===== src/source/cpu_pkg.sv =====
////////////////////////////////////////
// Shared types and codes for the micro-
// coded accumulator CPU, imported by all
////////////////////////////////////////

package cpu_pkg;

    localparam int WORD_W = 16;                 // Bus and register width

    typedef logic [WORD_W-1:0] word_t;
    typedef logic [15:0]       uinstr_t;        // Microinstruction, see decoder for layout

    // Instruction opcode, bits 15..12 of an instruction word
    typedef enum logic [3:0] {
        OP_NOP = 4'h0,
        OP_LDX = 4'h1,
        OP_LDY = 4'h2,
        OP_ADD = 4'h3,
        OP_SUB = 4'h4,
        OP_AND = 4'h5,
        OP_OR  = 4'h6,
        OP_OUT = 4'h7,
        OP_JMP = 4'h8,
        OP_JZ  = 4'h9,
        OP_JC  = 4'ha,
        OP_JLT = 4'hb,
        OP_HLT = 4'hc
    } opcode_e;

    typedef enum logic [2:0] {
        SRC_PO, SRC_IOH, SRC_IOL, SRC_RO, SRC_XO, SRC_YO, SRC_DO, SRC_SPARE
    } bus_src_e;

    typedef enum logic [2:0] {
        DST_NONE, DST_MI, DST_II, DST_RI, DST_XI, DST_YI, DST_DI, DST_HALT
    } bus_dst_e;

    typedef enum logic [1:0] {ST_IDLE, ST_RUN, ST_HALTED} seq_state_e;

    typedef struct packed {
        logic c;                                // Carry out of the adder
        logic z;                                // Zero result
        logic gt;                               // Positive, nonzero
        logic lt;                               // Negative as signed
    } flags_t;

    // ALU field {EX, NX, EY, NY, F, NO}
    localparam logic [5:0] ALU_ADD = 6'b101010;
    localparam logic [5:0] ALU_SUB = 6'b111011; // ~(~x + y) = x - y
    localparam logic [5:0] ALU_AND = 6'b101000;
    localparam logic [5:0] ALU_OR  = 6'b111101; // ~(~x & ~y)

endpackage


===== src/source/ctrl_if.sv =====
////////////////////////////////////////
// Decoded control strobes from the
// microcode decoder to their users
////////////////////////////////////////
`timescale 1ns/1ps

interface ctrl_if;

    // Bus sources, one at a time
    logic alu_out, pc_out, irh_out, irl_out, ram_out, x_out, y_out, dev_out;
    // Bus destinations
    logic mar_in, ir_in, ram_in, x_in, y_in, dev_in, halt;
    logic       rt;                 // Reset T-state
    logic       pc_inc;             // P+
    logic [5:0] alu_ctl;            // EX NX EY NY F NO
    logic       jc, jz, jgt, jlt;   // Jump enables

    modport dec (
        output alu_out, pc_out, irh_out, irl_out, ram_out, x_out, y_out, dev_out,
        output mar_in, ir_in, ram_in, x_in, y_in, dev_in, halt,
        output rt, pc_inc, alu_ctl, jc, jz, jgt, jlt
    );

    modport dp (
        input alu_out, pc_out, irh_out, irl_out, ram_out, x_out, y_out, dev_out,
        input mar_in, ir_in, x_in, y_in, dev_in,
        input pc_inc, alu_ctl, jc, jz, jgt, jlt
    );

    modport mem (input ram_out, ram_in);

    modport seq (input rt, halt);

endinterface


===== src/source/alu.sv =====
////////////////////////////////////////
// Six-control-bit ALU with C, Z, GT, LT
// condition flags
////////////////////////////////////////
`timescale 1ns/1ps

module alu (
    input  cpu_pkg::word_t  x,
    input  cpu_pkg::word_t  y,
    input  logic [5:0]      alu_ctl,     // EX NX EY NY F NO
    output cpu_pkg::word_t  result,
    output cpu_pkg::flags_t flags
);
    import cpu_pkg::*;

    logic ex, nx, ey, ny, fn, no;
    word_t xg, yg;                       // Operands after enable and invert
    word_t raw;
    logic [WORD_W:0] sum;                // Extra bit is the carry

    assign {ex, nx, ey, ny, fn, no} = alu_ctl;

    always_comb begin
        xg = ex ? x : '0;
        if (nx) begin
            xg = ~xg;
        end
        yg = ey ? y : '0;
        if (ny) begin
            yg = ~yg;
        end
    end

    assign sum    = {1'b0, xg} + {1'b0, yg};
    assign raw    = fn ? sum[WORD_W-1:0] : (xg & yg);
    assign result = no ? ~raw : raw;

    // Flags from the final result, carry only on add
    assign flags.c  = fn & sum[WORD_W];
    assign flags.z  = (result == '0);
    assign flags.lt = result[WORD_W-1];
    assign flags.gt = ~flags.z & ~flags.lt;

endmodule


===== src/source/cpu_top.sv =====
////////////////////////////////////////
// CPU top level: sequencer, decoder,
// datapath and program RAM
////////////////////////////////////////
`timescale 1ns/1ps

module cpu_top #(
    parameter int ADDR_W = 8
) (
    input  logic              clk,
    input  logic              rst_n,
    input  logic              load_en,   // RAM write, ignored while running
    input  logic [ADDR_W-1:0] load_addr,
    input  cpu_pkg::word_t    load_data,
    input  logic              run,       // One-cycle pulse
    output cpu_pkg::word_t    out_data,
    output logic              out_valid,
    output logic              halted
);
    import cpu_pkg::*;

    ctrl_if ctl ();

    uinstr_t           uinstr;
    opcode_e           ir_op;
    logic              active;
    logic              idle;
    logic [ADDR_W-1:0] mar;
    word_t             ram_data;

    assign idle      = halted | ~active;
    assign out_valid = ctl.dev_out;      // Single T2 cycle of OUT

    sequencer seq_i (
        .clk    (clk),
        .rst_n  (rst_n),
        .run    (run),
        .ir_op  (ir_op),
        .uinstr (uinstr),
        .active (active),
        .halted (halted),
        .ctl    (ctl.seq)
    );

    ucode_decoder dec_i (
        .uinstr (uinstr),
        .active (active),
        .ctl    (ctl.dec)
    );

    datapath #(.ADDR_W(ADDR_W)) dp_i (
        .clk      (clk),
        .rst_n    (rst_n),
        .run      (run),
        .ctl      (ctl.dp),
        .ram_data (ram_data),
        .mar      (mar),
        .ir_op    (ir_op),
        .out_data (out_data)
    );

    ram #(.ADDR_W(ADDR_W)) ram_i (
        .clk       (clk),
        .load_en   (load_en),
        .load_addr (load_addr),
        .load_data (load_data),
        .idle      (idle),
        .mar       (mar),
        .ram_data  (ram_data),
        .ctl       (ctl.mem)
    );

endmodule


===== src/source/datapath.sv =====
////////////////////////////////////////
// PC, IR, MAR, X, Y and flags around a
// shared bus, with jump evaluation
////////////////////////////////////////
`timescale 1ns/1ps

module datapath #(
    parameter int ADDR_W = 8
) (
    input  logic              clk,
    input  logic              rst_n,
    input  logic              run,
    ctrl_if.dp                ctl,
    input  cpu_pkg::word_t    ram_data,  // Already gated by RO
    output logic [ADDR_W-1:0] mar,
    output cpu_pkg::opcode_e  ir_op,
    output cpu_pkg::word_t    out_data
);
    import cpu_pkg::*;

    word_t             bus;
    word_t             x, y, ir;
    word_t             alu_result;
    flags_t            alu_flags;
    flags_t            flags;            // Stored condition flags
    logic [ADDR_W-1:0] pc;
    logic              jump;

    alu alu_i (
        .x       (x),
        .y       (y),
        .alu_ctl (ctl.alu_ctl),
        .result  (alu_result),
        .flags   (alu_flags)
    );

    // Wired-OR bus, decoder keeps sources one-hot
    assign bus = ({WORD_W{ctl.alu_out}} & alu_result)
               | ({WORD_W{ctl.pc_out}}  & WORD_W'(pc))
               | ({WORD_W{ctl.irh_out}} & {8'h00, ir[15:8]})
               | ({WORD_W{ctl.irl_out}} & {8'h00, ir[7:0]})  // Zero-extended operand
               | ram_data
               | ({WORD_W{ctl.x_out}}   & x)
               | ({WORD_W{ctl.y_out}}   & y);

    // Any matching enable, or all four for JMP
    assign jump = (ctl.jc & flags.c) | (ctl.jz & flags.z)
                | (ctl.jgt & flags.gt) | (ctl.jlt & flags.lt)
                | (ctl.jc & ctl.jz & ctl.jgt & ctl.jlt);

    always_ff @(posedge clk or negedge rst_n) begin
        if (!rst_n) begin
            pc    <= '0;
            x     <= '0;
            y     <= '0;
            flags <= '0;
        end else begin
            if (run) begin
                pc <= '0;
            end else if (jump) begin
                pc <= bus[ADDR_W-1:0];
            end else if (ctl.pc_inc) begin
                pc <= pc + 1'b1;
            end
            if (ctl.x_in) x <= bus;
            if (ctl.y_in) y <= bus;
            if (ctl.alu_out) flags <= alu_flags;  // Only on ALU cycles
        end
    end

    always_ff @(posedge clk) begin
        if (ctl.mar_in) mar <= bus[ADDR_W-1:0];
        if (ctl.ir_in)  ir  <= bus;
    end

    assign ir_op    = opcode_e'(ir[15:12]);
    assign out_data = x;                 // Device port shows X

endmodule


===== src/source/ram.sv =====
////////////////////////////////////////
// Program memory, loaded from outside
// while idle, read onto the bus
////////////////////////////////////////
`timescale 1ns/1ps

module ram #(
    parameter int ADDR_W = 8
) (
    input  logic              clk,
    input  logic              load_en,
    input  logic [ADDR_W-1:0] load_addr,
    input  cpu_pkg::word_t    load_data,
    input  logic              idle,      // Machine not running
    input  logic [ADDR_W-1:0] mar,
    output cpu_pkg::word_t    ram_data,
    ctrl_if.mem               ctl
);
    import cpu_pkg::*;

    word_t mem [2**ADDR_W];
    logic  we;

    // Load port locked out while running or while RI is up
    assign we = load_en & idle & ~ctl.ram_in;

    always_ff @(posedge clk) begin
        if (we) begin
            mem[load_addr] <= load_data;
        end
    end

    // Combinational read, drives only when selected
    assign ram_data = ctl.ram_out ? mem[mar] : '0;

endmodule


===== src/source/sequencer.sv =====
////////////////////////////////////////
// Run control, T-state counter and the
// microcode table indexed by opcode
////////////////////////////////////////
`timescale 1ns/1ps

module sequencer (
    input  logic              clk,
    input  logic              rst_n,
    input  logic              run,       // One-cycle start pulse
    input  cpu_pkg::opcode_e  ir_op,
    output cpu_pkg::uinstr_t  uinstr,
    output logic              active,
    output logic              halted,
    ctrl_if.seq               ctl
);
    import cpu_pkg::*;

    seq_state_e state;
    logic [1:0] t_state;

    // Non-ALU microword
    function automatic uinstr_t mw_bus(bus_src_e src, bus_dst_e dst, logic rt,
                                       logic pinc, logic [3:0] jmp);
        return {1'b1, src, rt, pinc, 1'b0, dst, jmp, 2'b00};
    endfunction

    // ALU drives the bus, no RT bit available
    function automatic uinstr_t mw_alu(logic [5:0] op, bus_dst_e dst);
        return {1'b0, op, dst, 4'b0000, 2'b00};
    endfunction

    assign active = (state == ST_RUN);
    assign halted = (state == ST_HALTED);

    always_ff @(posedge clk or negedge rst_n) begin
        if (!rst_n) begin
            state   <= ST_IDLE;
            t_state <= 2'd0;
        end else if (run) begin                  // Restart from any state
            state   <= ST_RUN;
            t_state <= 2'd0;
        end else if (state == ST_RUN) begin
            if (ctl.halt) begin
                state <= ST_HALTED;
            end
            // ALU words can't carry RT, so T2 wraps too
            if (ctl.rt || t_state == 2'd2) begin
                t_state <= 2'd0;
            end else begin
                t_state <= t_state + 2'd1;
            end
        end
    end

    // Microcode table
    always_comb begin
        uinstr = mw_bus(SRC_SPARE, DST_NONE, 1'b1, 1'b0, 4'b0000);   // NOP
        case (t_state)
            2'd0: uinstr = mw_bus(SRC_PO, DST_MI, 1'b0, 1'b0, 4'b0000); // PC -> MAR
            2'd1: uinstr = mw_bus(SRC_RO, DST_II, 1'b0, 1'b1, 4'b0000); // RAM -> IR, P+
            default: begin
                case (ir_op)
                    OP_LDX: uinstr = mw_bus(SRC_IOL, DST_XI, 1'b1, 1'b0, 4'b0000);
                    OP_LDY: uinstr = mw_bus(SRC_IOL, DST_YI, 1'b1, 1'b0, 4'b0000);
                    OP_ADD: uinstr = mw_alu(ALU_ADD, DST_XI);
                    OP_SUB: uinstr = mw_alu(ALU_SUB, DST_XI);
                    OP_AND: uinstr = mw_alu(ALU_AND, DST_XI);
                    OP_OR:  uinstr = mw_alu(ALU_OR, DST_XI);
                    // X sits on out_data, DO is the valid pulse
                    OP_OUT: uinstr = mw_bus(SRC_DO, DST_NONE, 1'b1, 1'b0, 4'b0000);
                    // Jump target from IR low byte, bits {JC JZ JGT JLT}
                    OP_JMP: uinstr = mw_bus(SRC_IOL, DST_NONE, 1'b1, 1'b0, 4'b1111);
                    OP_JZ:  uinstr = mw_bus(SRC_IOL, DST_NONE, 1'b1, 1'b0, 4'b0100);
                    OP_JC:  uinstr = mw_bus(SRC_IOL, DST_NONE, 1'b1, 1'b0, 4'b1000);
                    OP_JLT: uinstr = mw_bus(SRC_IOL, DST_NONE, 1'b1, 1'b0, 4'b0001);
                    OP_HLT: uinstr = mw_bus(SRC_SPARE, DST_HALT, 1'b1, 1'b0, 4'b0000);
                    default: ;                                          // NOP and unused
                endcase
            end
        endcase
    end

endmodule


===== src/source/ucode_decoder.sv =====
////////////////////////////////////////
// Expands one microinstruction into the
// bus, ALU and jump strobes
////////////////////////////////////////
`timescale 1ns/1ps

// Bit | Meaning
//  15 | EO, active low
//  14 | EO ? EX : src[2]
//  13 | EO ? NX : src[1]
//  12 | EO ? EY : src[0]
//  11 | EO ? NY : RT
//  10 | EO ? F  : P+
//   9 | EO ? NO : unused
// 8-6 | dst
// 5-2 | JC JZ JGT JLT
module ucode_decoder (
    input  cpu_pkg::uinstr_t uinstr,
    input  logic             active,     // Low in IDLE and HALTED
    ctrl_if.dec              ctl
);
    import cpu_pkg::*;

    logic     src_en;                    // ALU off, source field valid
    bus_src_e src;
    bus_dst_e dst;

    assign src_en = active & uinstr[15];
    assign src    = bus_src_e'(uinstr[14:12]);
    assign dst    = bus_dst_e'(uinstr[8:6]);

    // ALU drives the bus when EO is low
    assign ctl.alu_out = active & ~uinstr[15];
    assign ctl.alu_ctl = active ? uinstr[14:9] : 6'b000000; // Harmless when EO is off

    // Source decode, disabled while the ALU drives
    assign ctl.pc_out  = src_en && (src == SRC_PO);
    assign ctl.irh_out = src_en && (src == SRC_IOH);
    assign ctl.irl_out = src_en && (src == SRC_IOL);
    assign ctl.ram_out = src_en && (src == SRC_RO);
    assign ctl.x_out   = src_en && (src == SRC_XO);
    assign ctl.y_out   = src_en && (src == SRC_YO);
    assign ctl.dev_out = src_en && (src == SRC_DO);  // Also the output port strobe

    // RT and P+ share bits with NY and F
    assign ctl.rt     = src_en & uinstr[11];
    assign ctl.pc_inc = src_en & uinstr[10];

    // Destination decode, code 0 means nobody listens
    assign ctl.mar_in = active && (dst == DST_MI);
    assign ctl.ir_in  = active && (dst == DST_II);
    assign ctl.ram_in = active && (dst == DST_RI);
    assign ctl.x_in   = active && (dst == DST_XI);
    assign ctl.y_in   = active && (dst == DST_YI);
    assign ctl.dev_in = active && (dst == DST_DI);
    assign ctl.halt   = active && (dst == DST_HALT); // Spare code reused

    assign ctl.jc  = active & uinstr[5];
    assign ctl.jz  = active & uinstr[4];
    assign ctl.jgt = active & uinstr[3];
    assign ctl.jlt = active & uinstr[2];

endmodule


===== config.mk =====
export PLATFORM = sky130hd
export DESIGN_NAME = cpu_top
export DESIGN_NICKNAME = d
export VERILOG_FILES = /design/src/source/cpu_pkg.sv /design/src/source/ctrl_if.sv /design/src/source/alu.sv /design/src/source/cpu_top.sv /design/src/source/datapath.sv /design/src/source/ram.sv /design/src/source/sequencer.sv /design/src/source/ucode_decoder.sv
export SDC_FILE = /design/constraint.sdc
export NUM_CORES = 2
export LEC_CHECK = 0
export BUFFER_PORTS_ARGS = -buffer_cell sky130_fd_sc_hd__buf_2
export CAP_MARGIN = 20
export CORE_MARGIN = 2
export CORE_UTILIZATION = 39
export CTS_BUF_LIST = sky130_fd_sc_hd__clkbuf_8 sky130_fd_sc_hd__clkbuf_16
export CTS_CLUSTER_DIAMETER = 120
export DETAILED_ROUTE_END_ITERATION = 12
export GPL_ROUTABILITY_DRIVEN = 1
export MAX_ROUTING_LAYER = met4
export SLEW_MARGIN = 20
export SYNTH_ARGS = -nofsm -noshare
export SYNTH_HDL_FRONTEND = slang
export SYNTH_SLANG_ARGS = --single-unit

===== constraint.sdc =====
create_clock -name clk -period 10.5 [get_ports clk]
set_input_delay 1.05 -clock clk [delete_from_list [all_inputs] [get_ports clk]]
set_output_delay 1.05 -clock clk [all_outputs]
set_load 0.005 [all_outputs]

Yosys cells after proc, flatten, opt, wreduce, memory -nomap -nowiden
Memories as Yosys holds them, arrays and structs flattened. A register that Yosys moved wholly into a read port is not among the register bits.
Index checks and enable logic that the tools add are counted.

operators by class
  multiplexer cells = 22
  $add $sub $neg = 3
  reductions and logical operators = 21
  equal/unequal tests = 28
  bitwise logic cells = 45

operator list
  kind                   count
  $pmux W16 S12          1
  $mux W16               7
  $or A16 B16 Y16        6
  $and A16 B16 Y16       4
  $and A16 B8 Y16        3
  $not A16 Y16           3
  $mux W8                4
  $pmux W16 S2           1
  $eq A4 B4 Y1 const B   5
  $and A1 B1 Y1          19
  $eq A3 B3 Y1 const B   6
  $add A16 B16 Y17       1
  $eq A4 B3 Y1 const B   4
  $logic_not A16 Y1      1
  $logic_and A1 B1 Y1    13
  $eq A3 B2 Y1 const B   4
  $mux W2                6
  $add A8 B1 Y8 const B  1
  $eq A4 B2 Y1 const B   2
  $eq A3 B1 Y1 const B   2
  $mux W6                1
  $not A1 Y1             5
  $or A1 B1 Y1           5
  $eq A2 B1 Y1 const B   2
  other kinds (10)       13

word-level totals
  bits of input ports = 28
  register bits = 72
  memories kept = 1
  RAM bits = 4096
  word-level logic and storage cells = 131

memory list
  memory     words  bits a word  rd ports  clocked after Yosys merged registers in  wr ports  line       source
  ram_i.mem  256    16           1         1                                        1         ram.sv:21  word_t mem [2**ADDR_W];

Longest topological paths before layout
  depth after elaboration = 20
  gate-level depth with buffers = 18
  depth with buffers taken out = 16

Hierarchy
From an unflattened synthesis, not the netlist that was laid out.

second synthesis, totals
  cells, all modules = 7859
  area, all modules = 163501.8 µm²

by module, submodules not included
  module         cells each  area an instance (µm²)  times used
  ram            7230        158062.8                1
  datapath       268         2996.6                  1
  alu            250         1714.1                  1
  sequencer      71          518.0                   1
  ucode_decoder  39          203.9                   1
  cpu_top        1           6.3                     1

Worst setup path after synthesis
OpenSTA, ideal clock, no wires.

  path kind = register -> register
  start = reg dp_i.ir[14]
  end = reg dp_i.flags[2] (netlist name)
  cell stages (with the launch flop) = 18
  slack = 6190 ps
  period minus slack after synthesis = 4310 ps
  arrival = 4243 ps
  path buffers = 1
  library setup time = 67 ps
  cell sequence = edfxtp_1 > buf_1 > nor2_1 > a21oi_1 > o221ai_1 > a21oi_1 > nand2_1 > xnor2_1 > ha_1 > fa_1 > a21oi_1 > o2111ai_1 > a2111oi_0 > nor2_1 > o211ai_1 > o21ai_0 > nor4b_1 > a32o_1

between the ends
  cells in the longest elaborated chain, start to end = 12

ends and longest elaborated chain
  element                                                      line                  source
  from (decl)                                                  datapath.sv:22        word_t x, y, ir;
  from (signal assigned)                                       datapath.sv:73        if (ctl.ir_in) ir <= bus;
  $eq A4 B4 Y1 (tied with other cells)                         sequencer.sv:63       case (ir_op)
  $pmux W16 S12 *                                              sequencer.sv:63
  $pmux W16 S2 *                                               sequencer.sv:59       case (t_state)
  $mux W6                                                      ucode_decoder.sv:34   assign ctl.alu_ctl = active ? uinstr[14:9] : 6'b000000;
  $mux W16, on equally long branches                           alu.sv:24, alu.sv:28
  $not A16 Y16, on equally long branches                       alu.sv:26, alu.sv:30
  $mux W16, on equally long branches                           alu.sv:25, alu.sv:29
  $add A16 B16 Y17 / $and A16 B16 Y16 (equally long branches)  alu.sv:34, alu.sv:35
  $mux W16                                                     alu.sv:35             assign raw = fn ? sum[WORD_W-1:0] : (xg & yg);
  $not A16 Y16                                                 alu.sv:36             assign result = no ? ~raw : raw;
  $mux W16                                                     alu.sv:36
  $logic_not A16 Y1                                            alu.sv:40             assign flags.z = (result == '0);
  to (signal assigned)                                         datapath.sv:67        if (ctl.alu_out) flags <= alu_flags;
  to (decl)                                                    datapath.sv:25        flags_t flags;

Every way passes the cells marked *; elsewhere a longest branch is shown, timed or not.
A chain may end at the register's enable or synchronous reset.

==> qor.csv <==
stage;metric;value;unit
clocking;Post-CTS Setup Inserts;0;
global_route;first-pass GRT wire length;485;mm
cells_and_area;fin area;141000;um^2
pwr;Leak;43.8;nW
worst_setup_path;CP Capture Type;register;
yosys;Mean Syn Cell Area;19.9;um^2
yosys;Post-synth EDFFs;3092;
detailed_routing;Post-DRT Antenna Nets;0;
detailed_routing;DR DRC count;0;
clocking;Longest Clk Path Bufs;4;
clocking;root buf cell;clkbuf_16;
clocking;count of hold-fix buffers inserted at cts;0;
worst_setup_path;crit path to;dp_i.ir[3];
flow_run;Max Cap Viol;0;
yosys;Seq cells post-synth;3147;
die;Die Wd;571;um
global_route;vias in the first global route;63500;
timing;Hold Vio Cnt, Final;0;
worst_setup_path;Reg2Reg Depth;10;
yosys;yosys warns;0;
timing;FMAX;178;MHz
cells_and_area;most frequent cells in the layout;edfxtp_1 (3092), mux4_2 (572), mux2i_1 (505);
yosys;share of the synthesized area in the top cell type;73.9;%
worst_setup_path;worst-path fanout max;98;
cells_and_area;fin nets;6556;
global_route;GR Util All Layers;21.5;%
yosys;largest cells by area after synthesis;edfxtp_1 (74%), mux4_2 (10%), mux2i_1 (4.0%), nor2_1 (1.1%), a221oi_1 (1.1%);
detailed_routing;routed vias;64600;
worst_setup_path;startpoint types;register;
die;Initial Util;39.2;%
timing;Slew Limit Fails;0;
yosys;ys flop type;edfxtp_1;
global_route;initial antenna violation count;15;
cells_and_area;share of layout cells above drive strength 1;22.8;%
detailed_routing;Pre-antenna DRT Iters;6;
yosys;fraction of registers with async set/reset;1.49;%
timing;Setup-failing EPs final;0;
timing;unrepaired setup endpoints after global routing;false;
yosys;Syn Inst Count;6319;
timing;Final Cycle Share;53.5;%
worst_setup_path;critical path data required time;11.08;ns
cells_and_area;Area Growth Syn to Fin;12.5;%
clocking;clock net sink count;3147;
cells_and_area;commonest non-fill, non-tap cell in the layout;edfxtp_1;
outcome;status;finished, final reports clean;
yosys;synth unique cells;88;
timing;relative slew slack;21.9;%
pwr;post-route total power;31.7;mW
worst_setup_path;worst r2r dst;dp_i.ir[3];
clocking;Reg clk slew, reported paths;0.06;ns
die;io pins;46;
pwr;maximum VDD drop;212;uV
global_route;grt total ovfl;0;
cells_and_area;Util after Layout;44.1;%
yosys;mapped cell area;126000;um^2
worst_setup_path;CP arrival;6.20;ns
yosys;Synth area leader;edfxtp_1;
die;Core Area;321000;um^2
clocking;CTS tree;built;
placement;dpl hpwl;204;mm
detailed_routing;initial detailed-routing violation count;8452;
clocking;Num CTS Buffers;326;
yosys;register area share after synthesis;75.0;%
min_path;Hold Path Class;in2async;
detailed_routing;Avg WL per Cell;31.2;um
clocking;cts repair resizes;0;
detailed_routing;routed wire length;346;mm
worst_setup_path;Setup CP Type;reg2reg;
clocking;worst-skew pair later-pin latency;0.91;ns
global_route;largest net degree at the start of global routing;121;
timing;clk_skew;0.0532;ns
die;# rows;208;
yosys;Synthesized Nets;6365;
clocking;CTS H-tree lvls;5;
pwr;PwrDens;224;nW/um^2
timing;setup TNS;0;ns
detailed_routing;Vias/cell;5.84;
timing;Hold WS;0.295;ns
placement;Post-Place Cell Area;131000;um^2
die;DIE AREA;327000;um^2
worst_setup_path;flop2flop setup slack;4.88;ns
placement;port bufs;41;
die;Die Span Y;571;um
placement;gp weighted congestion;0.862;
timing;worst-margin pin slew;1.17;ns
timing;Final min period;5.62;ns
==> flip-flops by register name, summed over array words and instances (netlist names), named ones only <==
name           flops
dp_i.flags         3
dp_i.ir           12
dp_i.mar           8
dp_i.out_data     16
dp_i.pc            8
dp_i.y            16
ram_i.mem       3072
seq_i.state        2
seq_i.t_state      2
==> cell families (layout without fill, tap and decap cells) <==
kind of cell	Yosys count	after routing	share of synthesized area, %
flops	3147	3147	75.0
mux	1119	1119	14.9
simple gates	780	780	2.80
compound gates	739	739	4.34
buf+inv	478	918	2.47
xor+xnor	38	38	0.265
fa+ha+maj	18	18	0.185
other cells	0	10	0
==> Yosys cell counts, drive strengths merged, types with 8 or more instances <==
cell type / instances
o2111ai: 11
mux2: 20
dfxtp: 8
a211oi: 32
nor3: 55
a21oi: 128
nor2: 375
inv: 17
a21o: 14
o22ai: 17
or3: 12
o31ai: 28
nand2b: 28
a22oi: 31
a31oi: 19
a221o: 65
and2: 20
mux4: 594
and3: 9
xnor2: 33
nand4: 13
or2: 18
mux2i: 505
edfxtp: 3092
a22o: 12
nor2b: 15
nor4: 16
o21a: 13
o311ai: 12
buf: 270
o21ai: 115
dfrtp: 47
nand2: 150
clkbuf: 188
ha: 17
o211ai: 18
nand3: 46
o221ai: 8
a221oi: 156
==> worst max-delay path, stage by stage, from the launching register on <==
cell and delay, ns:
dfxtp_4 0.92, buf_12 0.49, buf_4 0.75, nand2_1 0.68, a211oi_1 0.44, a2111oi_0 0.11, o31a_1 0.26, nand3_1 0.19
a21oi_1 0.12, nor4_2 0.91, inv_1 0.15
==> final cells by class <==
class	count	area (um^2)
Antenna cell	10	25.0
Tap cell	4305	5390
Timing Repair Buffer	322	2620
Sequential cell	3147	94200
Fill cell	27400	179000
Multi-Input combinational cell	2694	28700
Clock inverter	247	1980
Clock buffer	330	8260
Inverter	19	83.8
==> how the worst min path moves through the flow <==
stage / start / end
finish: rst_n / dp_i.out_data[3]
global route: rst_n / dp_i.out_data[3]
CTS: rst_n / dp_i.y[9]
detailed placement: dp_i.mar[0] / register
global placement: dp_i.mar[7] / register
floorplan: dp_i.mar[0] / register
==> stage by stage <==
step	instances	worst slack, ns
2_1_floorplan	6319	6.19
3_3_place_gp	10500	5.13
3_5_place_dp	10500	5.08
4_1_cts	11100	5.03
5_1_grt	11100	4.77
6_report	11100	4.88
==> power by group <==
part           internal (mW)  switching, mW  leakage, nW  total [mW]
combinational           2.47           4.02         10.1        6.49
clock                   6.36           4.80         5.28        11.2
sequential              13.9          0.146         28.5        14.0
==> metal layers <==
metal | global-route usage (%) | routed length [um] | up-vias
met4 | 6.36 | 10600 | 0
met2 | 32.4 | 161000 | 3117
met1 | 29.4 | 143000 | 34500
met5 | - | 0 | -
met3 | 4.43 | 31600 | 503
li1 | - | - | 26500
(Power assumes the default switching activity.)
